$ cat config.mk
export PLATFORM = sky130hd
export DESIGN_NAME = turf_ps_regs
export DESIGN_NICKNAME = d
export VERILOG_FILES = /design/src/turf_board_pkg.sv /design/src/turf_reg_pkg.sv /design/src/turf_wb_if.sv /design/src/turf_ps_regs.sv /design/src/turf_emio_gpio.sv /design/src/turf_pps_time.sv /design/src/turf_id_ctrl.sv /design/src/turf_intercon.sv
export SDC_FILE = /design/constraint.sdc
export NUM_CORES = 1
export LEC_CHECK = 0
export ABC_AREA = 1
export BUFFER_PORTS_ARGS = -buffer_cell sky130_fd_sc_hd__buf_2
export CAP_MARGIN = 20
export CORE_AREA = 2 2 160 162
export DETAILED_ROUTE_END_ITERATION = 10
export DIE_AREA = 0 0 162 164
export GPL_TIMING_DRIVEN = 0
export PLACE_DENSITY = 0.71
export SETUP_SLACK_MARGIN = 0.2
export SLEW_MARGIN = 20
export SYNTH_ARGS = -nofsm -noshare
export SYNTH_HDL_FRONTEND = slang
export SYNTH_SLANG_ARGS = --single-unit
$ cat constraint.sdc
create_clock -name ps_clk -period 2.2 [get_ports ps_clk]
set_clock_uncertainty 0.15 [all_clocks]
set_input_delay 0 -clock ps_clk [delete_from_list [all_inputs] [get_ports ps_clk]]
set_output_delay 0 -clock ps_clk [all_outputs]
set_load 0.02 [all_outputs]
$ cat src/turf_board_pkg.sv
`default_nettype none

package turf_board_pkg;

    localparam int EMIO_W     = 16;
    localparam int NUM_TURFIO = 4;

    // ASCII "TURF"
    localparam logic [31:0] TURF_IDENT = 32'h54555246;

    //////////////////////////////////////////////////
    // EMIO bank bit map
    //////////////////////////////////////////////////
    localparam int EMIO_UART_IRQ      = 0;
    localparam int EMIO_EXTINT0       = 8;
    localparam int EMIO_EXTINT1       = 9;
    localparam int EMIO_PPS           = 10;
    localparam int EMIO_TIMEPULSE1    = 11;
    localparam int EMIO_TIO_RESET_LSB = 12;

    // Date/version word fields
    localparam int DV_REVB_BIT  = 31;
    localparam int DV_DATE_LSB  = 16;
    localparam int DV_MAJOR_LSB = 12;
    localparam int DV_MINOR_LSB = 8;
    localparam int DV_REV_LSB   = 0;

    function automatic logic [31:0] pack_datever(input logic        rev_b,
                                                 input logic [15:0] fw_date,
                                                 input logic [3:0]  major,
                                                 input logic [3:0]  minor,
                                                 input logic [7:0]  rev);
        logic [31:0] word;
        word = '0;
        word[DV_REVB_BIT]          = rev_b;
        // Only 15 bits of the date fit
        word[DV_DATE_LSB +: 15]    = fw_date[14:0];
        word[DV_MAJOR_LSB +: 4]    = major;
        word[DV_MINOR_LSB +: 4]    = minor;
        word[DV_REV_LSB +: 8]      = rev;
        return word;
    endfunction

endpackage

`default_nettype wire

$ cat src/turf_reg_pkg.sv
`default_nettype none

package turf_reg_pkg;

    // Wishbone geometry
    localparam int WB_DATA_W   = 32;
    localparam int WB_ADDR_W   = 14;
    localparam int REG_SPACE_W = 4;
    localparam int REG_INDEX_W = WB_ADDR_W - REG_SPACE_W;

    // Address spaces seen by the interconnect
    typedef enum logic [REG_SPACE_W-1:0] {
        SPACE_ID   = 4'd0,
        SPACE_TIME = 4'd1,
        SPACE_EMIO = 4'd2
    } reg_space_e;

    typedef struct packed {
        logic [REG_SPACE_W-1:0] space;
        logic [REG_INDEX_W-1:0] index;
    } reg_field_t;

    // Word address, flat or split into space and register index
    typedef union packed {
        logic [WB_ADDR_W-1:0] word;
        reg_field_t           field;
    } reg_addr_u;

    //////////////////////////////////////////////////
    // Register indices inside each space
    //////////////////////////////////////////////////
    localparam logic [REG_INDEX_W-1:0] IDX_IDENT     = 10'd0;
    localparam logic [REG_INDEX_W-1:0] IDX_DATEVER   = 10'd1;
    localparam logic [REG_INDEX_W-1:0] IDX_SCRATCH   = 10'd2;

    localparam logic [REG_INDEX_W-1:0] IDX_CUR_SEC   = 10'd0;
    localparam logic [REG_INDEX_W-1:0] IDX_CUR_TIME  = 10'd1;
    localparam logic [REG_INDEX_W-1:0] IDX_LAST_PPS  = 10'd2;
    localparam logic [REG_INDEX_W-1:0] IDX_LLAST_PPS = 10'd3;

    localparam logic [REG_INDEX_W-1:0] IDX_EMIO_OUT  = 10'd0;
    localparam logic [REG_INDEX_W-1:0] IDX_EMIO_TRI  = 10'd1;
    localparam logic [REG_INDEX_W-1:0] IDX_EMIO_IN   = 10'd2;

    // Read value for holes in the map
    localparam logic [WB_DATA_W-1:0] UNMAPPED_WORD = 32'hBADACCE5;

endpackage

`default_nettype wire
$ cat src/turf_wb_if.sv
`timescale 1ns/1ps
`default_nettype none

interface turf_wb_if;
    import turf_reg_pkg::*;

    logic                 cyc;
    logic                 stb;
    logic                 we;
    reg_addr_u            adr;
    logic [WB_DATA_W-1:0] dat_m;
    logic [WB_DATA_W-1:0] dat_s;
    logic                 ack;

    modport master (
        output cyc, stb, we, adr, dat_m,
        input  dat_s, ack
    );

    modport slave (
        input  cyc, stb, we, adr, dat_m,
        output dat_s, ack
    );

endinterface

`default_nettype wire

$ cat src/turf_ps_regs.sv
`timescale 1ns/1ps
`default_nettype none

module turf_ps_regs #(
    parameter logic [3:0]  VER_MAJOR     = 4'd0,
    parameter logic [3:0]  VER_MINOR     = 4'd6,
    parameter logic [7:0]  VER_REV       = 8'd0,
    parameter logic [15:0] FIRMWARE_DATE = 16'd0,
    parameter logic        REV_B         = 1'b0
) (
    input  logic                                  ps_clk,
    input  logic                                  rst_n_i,
    input  logic                                  wb_cyc_i,
    input  logic                                  wb_stb_i,
    input  logic                                  wb_we_i,
    input  logic [turf_reg_pkg::WB_ADDR_W-1:0]    wb_adr_i,
    input  logic [turf_reg_pkg::WB_DATA_W-1:0]    wb_dat_i,
    output logic [turf_reg_pkg::WB_DATA_W-1:0]    wb_dat_o,
    output logic                                  wb_ack_o,
    input  logic                                  gps_pps_i,
    input  logic                                  gps_timepulse1_i,
    input  logic                                  uart_irq_b_i,
    input  logic [turf_board_pkg::NUM_TURFIO-1:0] tio_resetb_i,
    output logic                                  pps_pulse_o,
    output logic [turf_board_pkg::NUM_TURFIO-1:0] tio_resetb_o,
    output logic [turf_board_pkg::NUM_TURFIO-1:0] tio_resetb_oe_o,
    output logic [1:0]                            gps_extint_o
);

    turf_wb_if wb_up ();
    turf_wb_if wb_id ();
    turf_wb_if wb_time ();
    turf_wb_if wb_emio ();

    // Plain Wishbone ports onto the upstream bus
    assign wb_up.cyc      = wb_cyc_i;
    assign wb_up.stb      = wb_stb_i;
    assign wb_up.we       = wb_we_i;
    assign wb_up.adr.word = wb_adr_i;
    assign wb_up.dat_m    = wb_dat_i;
    assign wb_dat_o       = wb_up.dat_s;
    assign wb_ack_o       = wb_up.ack;

    //////////////////////////////////////////////////
    // Interconnect and register blocks
    //////////////////////////////////////////////////
    turf_intercon u_intercon (
        .ps_clk   (ps_clk),
        .rst_n_i  (rst_n_i),
        .m_bus_i  (wb_up.slave),
        .s_id_o   (wb_id.master),
        .s_time_o (wb_time.master),
        .s_emio_o (wb_emio.master)
    );

    turf_id_ctrl #(
        .VER_MAJOR     (VER_MAJOR),
        .VER_MINOR     (VER_MINOR),
        .VER_REV       (VER_REV),
        .FIRMWARE_DATE (FIRMWARE_DATE),
        .REV_B         (REV_B)
    ) u_id_ctrl (
        .ps_clk  (ps_clk),
        .rst_n_i (rst_n_i),
        .bus_i   (wb_id.slave)
    );

    turf_pps_time u_pps_time (
        .ps_clk      (ps_clk),
        .rst_n_i     (rst_n_i),
        .pps_i       (gps_pps_i),
        .bus_i       (wb_time.slave),
        .pps_pulse_o (pps_pulse_o)
    );

    // PPS flag in EMIO follows the time block's pulse
    turf_emio_gpio u_emio_gpio (
        .ps_clk           (ps_clk),
        .rst_n_i          (rst_n_i),
        .pps_pulse_i      (pps_pulse_o),
        .gps_timepulse1_i (gps_timepulse1_i),
        .uart_irq_b_i     (uart_irq_b_i),
        .tio_resetb_i     (tio_resetb_i),
        .bus_i            (wb_emio.slave),
        .tio_resetb_o     (tio_resetb_o),
        .tio_resetb_oe_o  (tio_resetb_oe_o),
        .gps_extint_o     (gps_extint_o)
    );

endmodule

`default_nettype wire

$ cat src/turf_emio_gpio.sv
`timescale 1ns/1ps
`default_nettype none

module turf_emio_gpio (
    input  logic                                 ps_clk,
    input  logic                                 rst_n_i,
    input  logic                                 pps_pulse_i,
    input  logic                                 gps_timepulse1_i,
    input  logic                                 uart_irq_b_i,
    input  logic [turf_board_pkg::NUM_TURFIO-1:0] tio_resetb_i,
    turf_wb_if.slave                             bus_i,
    output logic [turf_board_pkg::NUM_TURFIO-1:0] tio_resetb_o,
    output logic [turf_board_pkg::NUM_TURFIO-1:0] tio_resetb_oe_o,
    output logic [1:0]                           gps_extint_o
);
    import turf_reg_pkg::*;
    import turf_board_pkg::*;

    logic                 strobe;
    logic                 ack_q;
    logic                 wr_en;
    logic                 in_read_done;
    logic [EMIO_W-1:0]    out_q;
    logic [EMIO_W-1:0]    tri_q;
    logic [EMIO_W-1:0]    emio_in;
    logic                 pps_flag_q;
    logic [WB_DATA_W-1:0] rdata;

    assign strobe       = bus_i.cyc & bus_i.stb;
    assign wr_en        = strobe & ack_q & bus_i.we;
    assign in_read_done = strobe & ack_q & ~bus_i.we & (bus_i.adr.field.index == IDX_EMIO_IN);

    always_ff @(posedge ps_clk or negedge rst_n_i) begin
        if (!rst_n_i) begin
            ack_q      <= 1'b0;
            out_q      <= '0;
            tri_q      <= '1;
            pps_flag_q <= 1'b0;
        end else begin
            ack_q <= strobe & ~ack_q;
            if (wr_en && bus_i.adr.field.index == IDX_EMIO_OUT) begin
                out_q <= bus_i.dat_m[EMIO_W-1:0];
            end
            if (wr_en && bus_i.adr.field.index == IDX_EMIO_TRI) begin
                tri_q <= bus_i.dat_m[EMIO_W-1:0];
            end
            // A new pulse beats the clearing read
            if (pps_pulse_i) begin
                pps_flag_q <= 1'b1;
            end else if (in_read_done) begin
                pps_flag_q <= 1'b0;
            end
        end
    end

    //////////////////////////////////////////////////
    // Pin decode and readback
    //////////////////////////////////////////////////
    assign tio_resetb_o    = out_q[EMIO_TIO_RESET_LSB +: NUM_TURFIO];
    assign tio_resetb_oe_o = ~tri_q[EMIO_TIO_RESET_LSB +: NUM_TURFIO];
    assign gps_extint_o    = {out_q[EMIO_EXTINT1] & ~tri_q[EMIO_EXTINT1],
                              out_q[EMIO_EXTINT0] & ~tri_q[EMIO_EXTINT0]};

    always_comb begin
        emio_in                                  = '0;
        emio_in[EMIO_TIO_RESET_LSB +: NUM_TURFIO] = tio_resetb_i;
        emio_in[EMIO_TIMEPULSE1]                  = gps_timepulse1_i;
        emio_in[EMIO_PPS]                         = pps_flag_q;
        emio_in[EMIO_UART_IRQ]                    = uart_irq_b_i;
    end

    always_comb begin
        rdata = UNMAPPED_WORD;
        case (bus_i.adr.field.index)
            IDX_EMIO_OUT: rdata = {{(WB_DATA_W - EMIO_W){1'b0}}, out_q};
            IDX_EMIO_TRI: rdata = {{(WB_DATA_W - EMIO_W){1'b0}}, tri_q};
            IDX_EMIO_IN:  rdata = {{(WB_DATA_W - EMIO_W){1'b0}}, emio_in};
            default:      rdata = UNMAPPED_WORD;
        endcase
    end

    assign bus_i.dat_s = rdata;
    assign bus_i.ack   = ack_q;

endmodule

`default_nettype wire

$ cat src/turf_pps_time.sv
`timescale 1ns/1ps
`default_nettype none

module turf_pps_time (
    input  logic     ps_clk,
    input  logic     rst_n_i,
    input  logic     pps_i,
    turf_wb_if.slave bus_i,
    output logic     pps_pulse_o
);
    import turf_reg_pkg::*;

    logic                 strobe;
    logic                 ack_q;
    logic                 sec_wr;
    // Bits 1:0 synchronizer, bits 3:2 edge detect
    logic [3:0]           pps_sr_q;
    logic                 pps_rise;
    logic                 pulse_q;
    logic [WB_DATA_W-1:0] cur_sec_q;
    logic [WB_DATA_W-1:0] cur_time_q;
    logic [WB_DATA_W-1:0] last_pps_q;
    logic [WB_DATA_W-1:0] llast_pps_q;
    logic [WB_DATA_W-1:0] rdata;

    assign strobe   = bus_i.cyc & bus_i.stb;
    assign sec_wr   = strobe & ack_q & bus_i.we & (bus_i.adr.field.index == IDX_CUR_SEC);
    assign pps_rise = pps_sr_q[2] & ~pps_sr_q[3];

    //////////////////////////////////////////////////
    // PPS capture and time counters
    //////////////////////////////////////////////////
    always_ff @(posedge ps_clk or negedge rst_n_i) begin
        if (!rst_n_i) begin
            ack_q       <= 1'b0;
            pps_sr_q    <= '0;
            pulse_q     <= 1'b0;
            cur_sec_q   <= '0;
            cur_time_q  <= '0;
            last_pps_q  <= '0;
            llast_pps_q <= '0;
        end else begin
            ack_q      <= strobe & ~ack_q;
            pps_sr_q   <= {pps_sr_q[2:0], pps_i};
            pulse_q    <= pps_rise;
            cur_time_q <= cur_time_q + 1'b1;
            // Software load of the seconds wins over a PPS tick
            if (sec_wr) begin
                cur_sec_q <= bus_i.dat_m;
            end else if (pps_rise) begin
                cur_sec_q <= cur_sec_q + 1'b1;
            end
            if (pps_rise) begin
                last_pps_q  <= cur_time_q;
                llast_pps_q <= last_pps_q;
            end
        end
    end

    always_comb begin
        case (bus_i.adr.field.index)
            IDX_CUR_SEC:   rdata = cur_sec_q;
            IDX_CUR_TIME:  rdata = cur_time_q;
            IDX_LAST_PPS:  rdata = last_pps_q;
            IDX_LLAST_PPS: rdata = llast_pps_q;
            default:       rdata = UNMAPPED_WORD;
        endcase
    end

    assign bus_i.dat_s = rdata;
    assign bus_i.ack   = ack_q;
    assign pps_pulse_o = pulse_q;

    a_pulse_single: assert property (@(posedge ps_clk) disable iff (!rst_n_i)
        pps_pulse_o |=> !pps_pulse_o)
        else $error("PPS pulse wider than one cycle");

endmodule

`default_nettype wire

$ cat src/turf_id_ctrl.sv
`timescale 1ns/1ps
`default_nettype none

module turf_id_ctrl #(
    parameter logic [3:0]  VER_MAJOR     = 4'd0,
    parameter logic [3:0]  VER_MINOR     = 4'd6,
    parameter logic [7:0]  VER_REV       = 8'd0,
    parameter logic [15:0] FIRMWARE_DATE = 16'd0,
    parameter logic        REV_B         = 1'b0
) (
    input  logic     ps_clk,
    input  logic     rst_n_i,
    turf_wb_if.slave bus_i
);
    import turf_reg_pkg::*;
    import turf_board_pkg::*;

    localparam logic [31:0] DATEVERSION =
        pack_datever(REV_B, FIRMWARE_DATE, VER_MAJOR, VER_MINOR, VER_REV);

    logic                 strobe;
    logic                 ack_q;
    logic                 wr_en;
    logic [WB_DATA_W-1:0] scratch_q;
    logic [WB_DATA_W-1:0] rdata;

    assign strobe = bus_i.cyc & bus_i.stb;
    // Writes land at the end of the ack cycle
    assign wr_en  = strobe & ack_q & bus_i.we;

    always_ff @(posedge ps_clk or negedge rst_n_i) begin
        if (!rst_n_i) begin
            ack_q     <= 1'b0;
            scratch_q <= '0;
        end else begin
            ack_q <= strobe & ~ack_q;
            if (wr_en && bus_i.adr.field.index == IDX_SCRATCH) begin
                scratch_q <= bus_i.dat_m;
            end
        end
    end

    always_comb begin
        case (bus_i.adr.field.index)
            IDX_IDENT:   rdata = TURF_IDENT;
            IDX_DATEVER: rdata = DATEVERSION;
            IDX_SCRATCH: rdata = scratch_q;
            default:     rdata = UNMAPPED_WORD;
        endcase
    end

    assign bus_i.dat_s = rdata;
    assign bus_i.ack   = ack_q;

    a_single_ack: assert property (@(posedge ps_clk) disable iff (!rst_n_i)
        ack_q |=> !ack_q)
        else $error("ID block ack held for two cycles");

endmodule

`default_nettype wire

$ cat src/turf_intercon.sv
`timescale 1ns/1ps
`default_nettype none

module turf_intercon (
    input  logic      ps_clk,
    input  logic      rst_n_i,
    turf_wb_if.slave  m_bus_i,
    turf_wb_if.master s_id_o,
    turf_wb_if.master s_time_o,
    turf_wb_if.master s_emio_o
);
    import turf_reg_pkg::*;

    logic strobe;
    logic sel_id;
    logic sel_time;
    logic sel_emio;
    logic sel_none;
    logic none_ack_q;

    // Space decode, the only place the space field is looked at
    assign strobe   = m_bus_i.cyc & m_bus_i.stb;
    assign sel_id   = (m_bus_i.adr.field.space == SPACE_ID);
    assign sel_time = (m_bus_i.adr.field.space == SPACE_TIME);
    assign sel_emio = (m_bus_i.adr.field.space == SPACE_EMIO);
    assign sel_none = ~(sel_id | sel_time | sel_emio);

    //////////////////////////////////////////////////
    // Request fan-out
    //////////////////////////////////////////////////
    assign s_id_o.cyc     = m_bus_i.cyc & sel_id;
    assign s_id_o.stb     = m_bus_i.stb & sel_id;
    assign s_id_o.we      = m_bus_i.we;
    assign s_id_o.adr     = m_bus_i.adr;
    assign s_id_o.dat_m   = m_bus_i.dat_m;

    assign s_time_o.cyc   = m_bus_i.cyc & sel_time;
    assign s_time_o.stb   = m_bus_i.stb & sel_time;
    assign s_time_o.we    = m_bus_i.we;
    assign s_time_o.adr   = m_bus_i.adr;
    assign s_time_o.dat_m = m_bus_i.dat_m;

    assign s_emio_o.cyc   = m_bus_i.cyc & sel_emio;
    assign s_emio_o.stb   = m_bus_i.stb & sel_emio;
    assign s_emio_o.we    = m_bus_i.we;
    assign s_emio_o.adr   = m_bus_i.adr;
    assign s_emio_o.dat_m = m_bus_i.dat_m;

    // Unmapped spaces get the same one-cycle ack as a real slave
    always_ff @(posedge ps_clk or negedge rst_n_i) begin
        if (!rst_n_i) begin
            none_ack_q <= 1'b0;
        end else begin
            none_ack_q <= strobe & sel_none & ~none_ack_q;
        end
    end

    // Response mux
    always_comb begin
        m_bus_i.ack   = none_ack_q;
        m_bus_i.dat_s = UNMAPPED_WORD;
        if (sel_id) begin
            m_bus_i.ack   = s_id_o.ack;
            m_bus_i.dat_s = s_id_o.dat_s;
        end else if (sel_time) begin
            m_bus_i.ack   = s_time_o.ack;
            m_bus_i.dat_s = s_time_o.dat_s;
        end else if (sel_emio) begin
            m_bus_i.ack   = s_emio_o.ack;
            m_bus_i.dat_s = s_emio_o.dat_s;
        end
    end

    a_one_slave: assert property (@(posedge ps_clk) disable iff (!rst_n_i)
        $onehot0({s_id_o.stb, s_time_o.stb, s_emio_o.stb}))
        else $error("more than one slave strobed");

    a_ack_in_cycle: assert property (@(posedge ps_clk) disable iff (!rst_n_i)
        m_bus_i.ack |-> m_bus_i.cyc)
        else $error("ack seen outside of a bus cycle");

endmodule

`default_nettype wire

==> results.json, run 1 <==
{
  "syn-num-nets": 1573,
  "synth_area_leaders": "dfrtp_1 42%, nand2_1 20%, o21ai_0 5.8%",
  "placed_cells": 1946,
  "netlist_instances": 1513,
  "cp_common_cell": "nand2_1",
  "overflow": 0,
  "die_w_um": 162,
  "slowest_delay_ps": 360,
  "maxCapViolCount": 0,
  "syn_area_um2": 11000,
  "avgRoutedWirePerCell_um": 18.7,
  "crit_path_max_fanout": 7,
  "clkTransAtPathRegs_ps": 60,
  "coreArea_um2": 24800,
  "yosys.area.top_type": "dfrtp_1",
  "fp-row-count": 58,
  "yosysSeqAreaShare_pct": 46.1,
  "hp-class": "primary input to register",
  "hpwl_um": 27900,
  "cts_buffers": 22,
  "grt_usage_pct": 28.6,
  "num_vias": 11100,
  "syn_area_per_cell_um2": 7.27,
  "power_per_cell_area_nw_per_um2": 636,
  "cts_root_buffer": "clkbuf_16",
  "fin_area_um2": 13500,
  "hold_violations": 0,
  "slew_headroom_pct": 52.4,
  "chipHeight_um": 164,
  "yosys.cell_count.top_type": "nand2_1",
  "cpLargestDelayFamily": "simple AND/OR/NAND/NOR gates",
  "fin_ws_ps": 165,
  "grt_pass1_vias": 10500,
  "multi_input_area_um2": 5160,
  "cp_slowest_cell": "dfrtp_1",
  "fin_crit_sh_pct": 92.5,
  "gp_congestion": 0.979,
  "synth_ff_type": "dfrtp_1",
  "holdPathStages": 7,
  "wl_um": 38100,
  "die_area_um2": 26600,
  "post-route-util_pct": 54.5,
  "clkLatencyLatePin_ps": 510,
  "cts_tree": "done",
  "cts_buffer_depth": 3,
  "fmax_mhz": 491,
  "ir_drop_mv": 0.508,
  "status": "complete, no violations",
  "grt_pass1_wl_um": 58500,
  "ys_types": 36,
  "fin_crit_ps": 2040,
  "placed_cell_area_um2": 12000,
  "yosys-top-cells-count": "588 x nand2_1, 186 x dfrtp_1, 131 x inv_1",
  "p_leak_nw": 6.54,
  "critical_path_class": "register to primary output",
  "cp.depth": 8,
  "first_pass_iters": 5,
  "hold_ws_ps": 59.7,
  "grt_antenna_before_repair": 0,
  "pin_count": 102,
  "ys_warn_count": 0,
  "num-nets-final": 1757,
  "drt_iter0_drc": 1330,
  "antennaDiodeCount": 0,
  "comb_power_share_pct": 6.9,
  "drive_gt1_share_pct": 15.9,
  "start_util_pct": 44.3,
  "synth_seq_cells": 202,
  "io_buffers": 101,
  "synth_edf_count": 0,
  "rsz0062_at_grt": "yes",
  "critPathBufInv": 2,
  "nFillCells": 2439,
  "worst_ep_required_time_ps": 2050,
  "tightest_slew_ps": 714,
  "critPathArrivalTime_ps": 1890,
  "final_cells": 2043,
  "area_growth_pct": 23.1,
  "start_kind": "register",
  "vias_per_cell": 5.43,
  "synth_top_area_share_pct": 42.3,
  "drtAntennaViolNets": 0,
  "switching_power_mw": 2.06,
  "clock-sinks": 202,
  "p_seq_share_pct": 45.0,
  "setup_viol": 0,
  "endpoint_kind": "primary output",
  "slew_viol_final": 0,
  "cts_max_level": 1,
  "register_area_um2": 5080,
  "clockPowerShare_pct": 48.1,
  "p_int_mw": 6.56,
  "path_cells": "clkbuf_2 > nand3_1 > nand2_1 > o21ai_1 > nand2_1 > nand2_1 > nand2_1 > buf_2",
  "pre_cts_ws_ps": 89.6,
  "async_reset_ff_share_pct": 100,
  "reg2regPathDepth": 10,
  "switching_share_pct": 23.9,
  "grt_max_degree": 97,
  "drc": 0
}
power groups by stage:
stage	Clock [mW]	Sequential, mW	Combinational [mW]
after CTS	4.17	3.87	0.578
after floorplan	0	3.90	0.249
final	4.14	3.87	0.596
after detailed placement	0	3.93	0.512
after global routing	4.34	3.88	0.655
after global placement	0	3.93	0.492
metal layers:
| metal | share of wire, % | routed length, um | vias up | GRT usage, % |
|---|---|---|---|---|
| met2 | 44 | 16800 | 604 | 44.1 |
| li1 | - | - | 5131 | - |
| met1 | 42 | 16200 | 5275 | 39.9 |
| met4 | 3.7 | 1410 | 0 | 9.98 |
| met3 | 9.9 | 3760 | 93 | 6.36 |
| met5 | 0 | 0 | - | 0.189 |
flip-flops by register name, summed over array words and instances, names as in the netlist:
signal,count
u_pps_time.llast_pps_q,32
u_pps_time.last_pps_q,32
u_emio_gpio.tri_q,16
u_emio_gpio.out_q,16
u_pps_time.cur_sec_q,32
u_intercon.none_ack_q,1
u_emio_gpio.bus_i.ack,1
u_emio_gpio.pps_flag_q,1
u_pps_time.pps_pulse_o,1
u_id_ctrl.bus_i.ack,1
u_pps_time.pps_sr_q,4
u_pps_time.cur_time_q,32
u_pps_time.bus_i.ack,1
u_id_ctrl.scratch_q,32
cell type report:
cell class,count,area share (%)
multi-input combinational,1103,38.1
clock buffer,34,5.22
clock inverter,6,0.814
timing repair buffer,160,8.49
tap,330,3.05
sequential,202,37.5
buffer,70,2.89
inverter,138,3.88
per-stage QoR:
step / power [mW] / TNS [ps]
6_report: 8.61 / 0
2_1_floorplan: 4.15 / 0
5_1_grt: 8.87 / 0
4_1_cts: 8.61 / 0
3_3_place_gp: 4.42 / -476100
3_5_place_dp: 4.45 / 0
final timing paths:
check	start	endpoint	slack (ps)
max	u_pps_time.cur_sec_q[8]	wb_dat_o[8]	160
min	wb_adr_i[11]	u_id_ctrl.scratch_q[20]	60
max reg2reg	u_pps_time.cur_time_q[0]	u_pps_time.cur_time_q[26]	260
min reg2reg	u_pps_time.pps_sr_q[0]	u_pps_time.pps_sr_q[1]	200
max in group asynchronous	rst_n_i	u_pps_time.cur_sec_q[21]	530
min in group asynchronous	rst_n_i	u_emio_gpio.tri_q[14]	530
worst register-to-register path: stages (launching register included):
cell and delay [ps]:
dfrtp_1 370, ha_2 200, nand2_2 70, nor2_4 160
nand2_2 90, nor2_4 160, nand2_4 90, nor2_4 210
buf_4 140, nand2_1 50, xor2_1 140
cell families after synthesis:
group / after synthesis / synth area share (%)
AOI/OAI and AO/OA: 202 / 9.50
xor gates and xnor gates: 54 / 4.30
adders and majority gates: 2 / 0.228
buffers and inverters: 208 / 7.84
DFF: 202 / 46.1
and+or+nand+nor: 845 / 32.0
what timing repair did:
item | CTS | global route
resized for setup | 11 | 66
pin swaps | 0 | 11
hold buffers | 47 | 0
endpoints found under the hold margin | 208 | 0
setup endpoints to repair | 57 | 128
buffers inserted | 0 | 10
layout by cell type (no fill, tap or decap), types with 3 or more instances in the layout:
cell type,n
nand2_1,584
dfrtp_1,184
inv_1,130
o21ai_0,122
buf_2,118
nand3_1,98
nor2_1,78
xor2_1,47
o21ai_1,44
dlygate4sd3_1,44
nor3_1,30
clkbuf_16,23
a21oi_1,19
clkbuf_1,18
buf_4,18
dfstp_2,16
clkbuf_2,14
o211ai_1,11
nand2_2,10
nor2_4,10
nor2_2,9
clkbuf_8,9
xnor2_1,7
nand4_1,6
inv_2,6
buf_1,5
nand2_4,4
nor3_2,4
buf_6,4
o22ai_1,3
buf_8,3
nor4_1,3
bufinv_16,3
Power figures use the tool's default switching activity.
==> run 2: changes to the inputs <==
--- a/config.mk
+++ b/config.mk
@@ -8,11 +8,13 @@
 export ABC_AREA = 1
 export BUFFER_PORTS_ARGS = -buffer_cell sky130_fd_sc_hd__buf_2
 export CAP_MARGIN = 20
+export CELL_PAD_IN_SITES_DETAIL_PLACEMENT = 0
+export CELL_PAD_IN_SITES_GLOBAL_PLACEMENT = 1
 export CORE_AREA = 2 2 160 162
 export DETAILED_ROUTE_END_ITERATION = 10
 export DIE_AREA = 0 0 162 164
 export GPL_TIMING_DRIVEN = 0
-export PLACE_DENSITY = 0.71
+export PLACE_DENSITY = 0.9
 export SETUP_SLACK_MARGIN = 0.2
 export SLEW_MARGIN = 20
 export SYNTH_ARGS = -nofsm -noshare
==> constraint.sdc (replaced) <==
create_clock -name ps_clk -period 2.5 [get_ports ps_clk]
set_clock_uncertainty 0.15 [all_clocks]
set_input_delay 0 -clock ps_clk [delete_from_list [all_inputs] [get_ports ps_clk]]
set_output_delay 0 -clock ps_clk [all_outputs]
set_load 0.02 [all_outputs]
==> results.json, run 2 (synthesis results as in run 1) <==
{
  "ir_drop_mv": 0.469,
  "antennaDiodeCount": 0,
  "drtAntennaViolNets": 0,
  "setup_tns_ps": 0,
  "crit_path_max_fanout": 10,
  "maxCapViolCount": 0,
  "reg2regPathDepth": 6,
  "placed_cells": 1946,
  "first_pass_iters": 6,
  "drc": 0,
  "holdPathStages": 8,
  "grt_pass1_vias": 10500,
  "setup_viol": 0,
  "whs_endpoint": "u_emio_gpio.out_q[1]",
  "clkLatencyLatePin_ps": 530,
  "endpoint_kind": "primary output",
  "fp-row-count": 58,
  "hold_ws_ps": 61.7,
  "r2r-end": "u_id_ctrl.scratch_q[21]",
  "layout_common_cells": "588 x nand2_1, 185 x dfrtp_1, 131 x inv_1",
  "cts_buffers": 24,
  "overflow": 0,
  "hold_violations": 0,
  "num_vias": 10900,
  "crit_start": "wb_adr_i[5]",
  "grt_antenna_before_repair": 0,
  "grt_pass1_wl_um": 59200,
  "fin_crit_sh_pct": 86.7,
  "clkTransAtPathRegs_ps": 60,
  "cts_max_level": 1,
  "start_kind": "primary input",
  "post-route-util_pct": 53.6,
  "p_leak_nw": 6.38,
  "fmax_mhz": 461,
  "final_cells": 2044,
  "placed_cell_area_um2": 12000,
  "hpwl_um": 28300,
  "die_area_um2": 26600,
  "start_util_pct": 44.3,
  "power_mw": 7.33,
  "slew_headroom_pct": 48.3,
  "grt_usage_pct": 29.0,
  "chipHeight_um": 164,
  "fin_area_um2": 13300,
  "avgRoutedWirePerCell_um": 18.7,
  "hp-class": "primary input to register",
  "critPathArrivalTime_ps": 2020,
  "pin_count": 102,
  "worst_ep_required_time_ps": 2350,
  "num-nets-final": 1757,
  "area_growth_pct": 21.0,
  "tightest_slew_ps": 773,
  "status": "complete, no violations",
  "rsz0062_at_grt": "no",
  "drt_iter0_drc": 995,
  "power_per_cell_area_nw_per_um2": 551,
  "critical_path_class": "primary input to primary output",
  "fin_crit_ps": 2170,
  "vias_per_cell": 5.35,
  "coreArea_um2": 24800,
  "reg2reg_slack_ps": 340,
  "io_buffers": 101,
  "cts_root_buffer": "clkbuf_16",
  "hp-start": "wb_stb_i",
  "gp_congestion": 0.942,
  "grt_max_degree": 85,
  "cts_tree": "done",
  "nFillCells": 2495,
  "pre_cts_ws_ps": 296,
  "clock-sinks": 202,
  "mostFrequentLayoutCell": "nand2_1",
  "die_w_um": 162,
  "drive_gt1_share_pct": 13.6,
  "timing.rr.start": "u_id_ctrl.bus_i.ack",
  "wl_um": 38300,
  "slew_viol_final": 0,
  "fin_ws_ps": 332,
  "cts_buffer_depth": 3
}
## run 2: per-layer routing
metal | routed length (um) | global-route usage (%) | up-vias
met5 | 0 | 0 | -
met4 | 1460 | 10.5 | 0
met3 | 2770 | 3.94 | 84
met2 | 16900 | 45.7 | 470
met1 | 17200 | 41.1 | 5232
li1 | - | - | 5147
## run 2: worst max-delay path: stages
cell	delay, ps
buf_2	100
nor2_1	120
nand2_2	130
nor3_1	520
buf_2	400
nand2_1	80
o21ai_0	170
o21ai_0	170
nand3_1	140
buf_2	180
## run 2: cell type report
cell class                      count  area, um^2  area share (%)
Clock inverter                     12        81.3           0.611
Inverter                          138         518            3.89
Clock buffer                       31         668            5.02
Buffer                             70         347            2.61
Tap cell                          330         413            3.10
Sequential cell                   202        5080            38.2
Multi-Input combinational cell   1103        5060            38.1
Timing Repair Buffer              158        1140            8.54
## run 2: where the power goes
group / internal (mW) / leakage, nW / switching, mW
Clock: 1.90 / 0.360 / 1.48
Sequential: 3.33 / 2.69 / 0.0830
Combinational: 0.183 / 3.32 / 0.345
Total: 5.41 / 6.38 / 1.91
## run 2: what timing repair did
action	in CTS	in global routing
endpoints found under the setup margin	0	12
hold buffers	54	0
hold endpoints to repair	304	0
buffers inserted	0	1
gates resized for setup	0	6
## run 2: worst max path at each step
stage                                  to  slack (ps)
2_1_floorplan   u_pps_time.cur_time_q[22]         780
3_3_place_gp     u_pps_time.cur_sec_q[26]       -2240
3_5_place_dp     u_pps_time.last_pps_q[2]         300
4_1_cts          u_pps_time.cur_sec_q[18]         210
5_1_grt        u_pps_time.llast_pps_q[24]         220
6_report                      wb_dat_o[1]         330
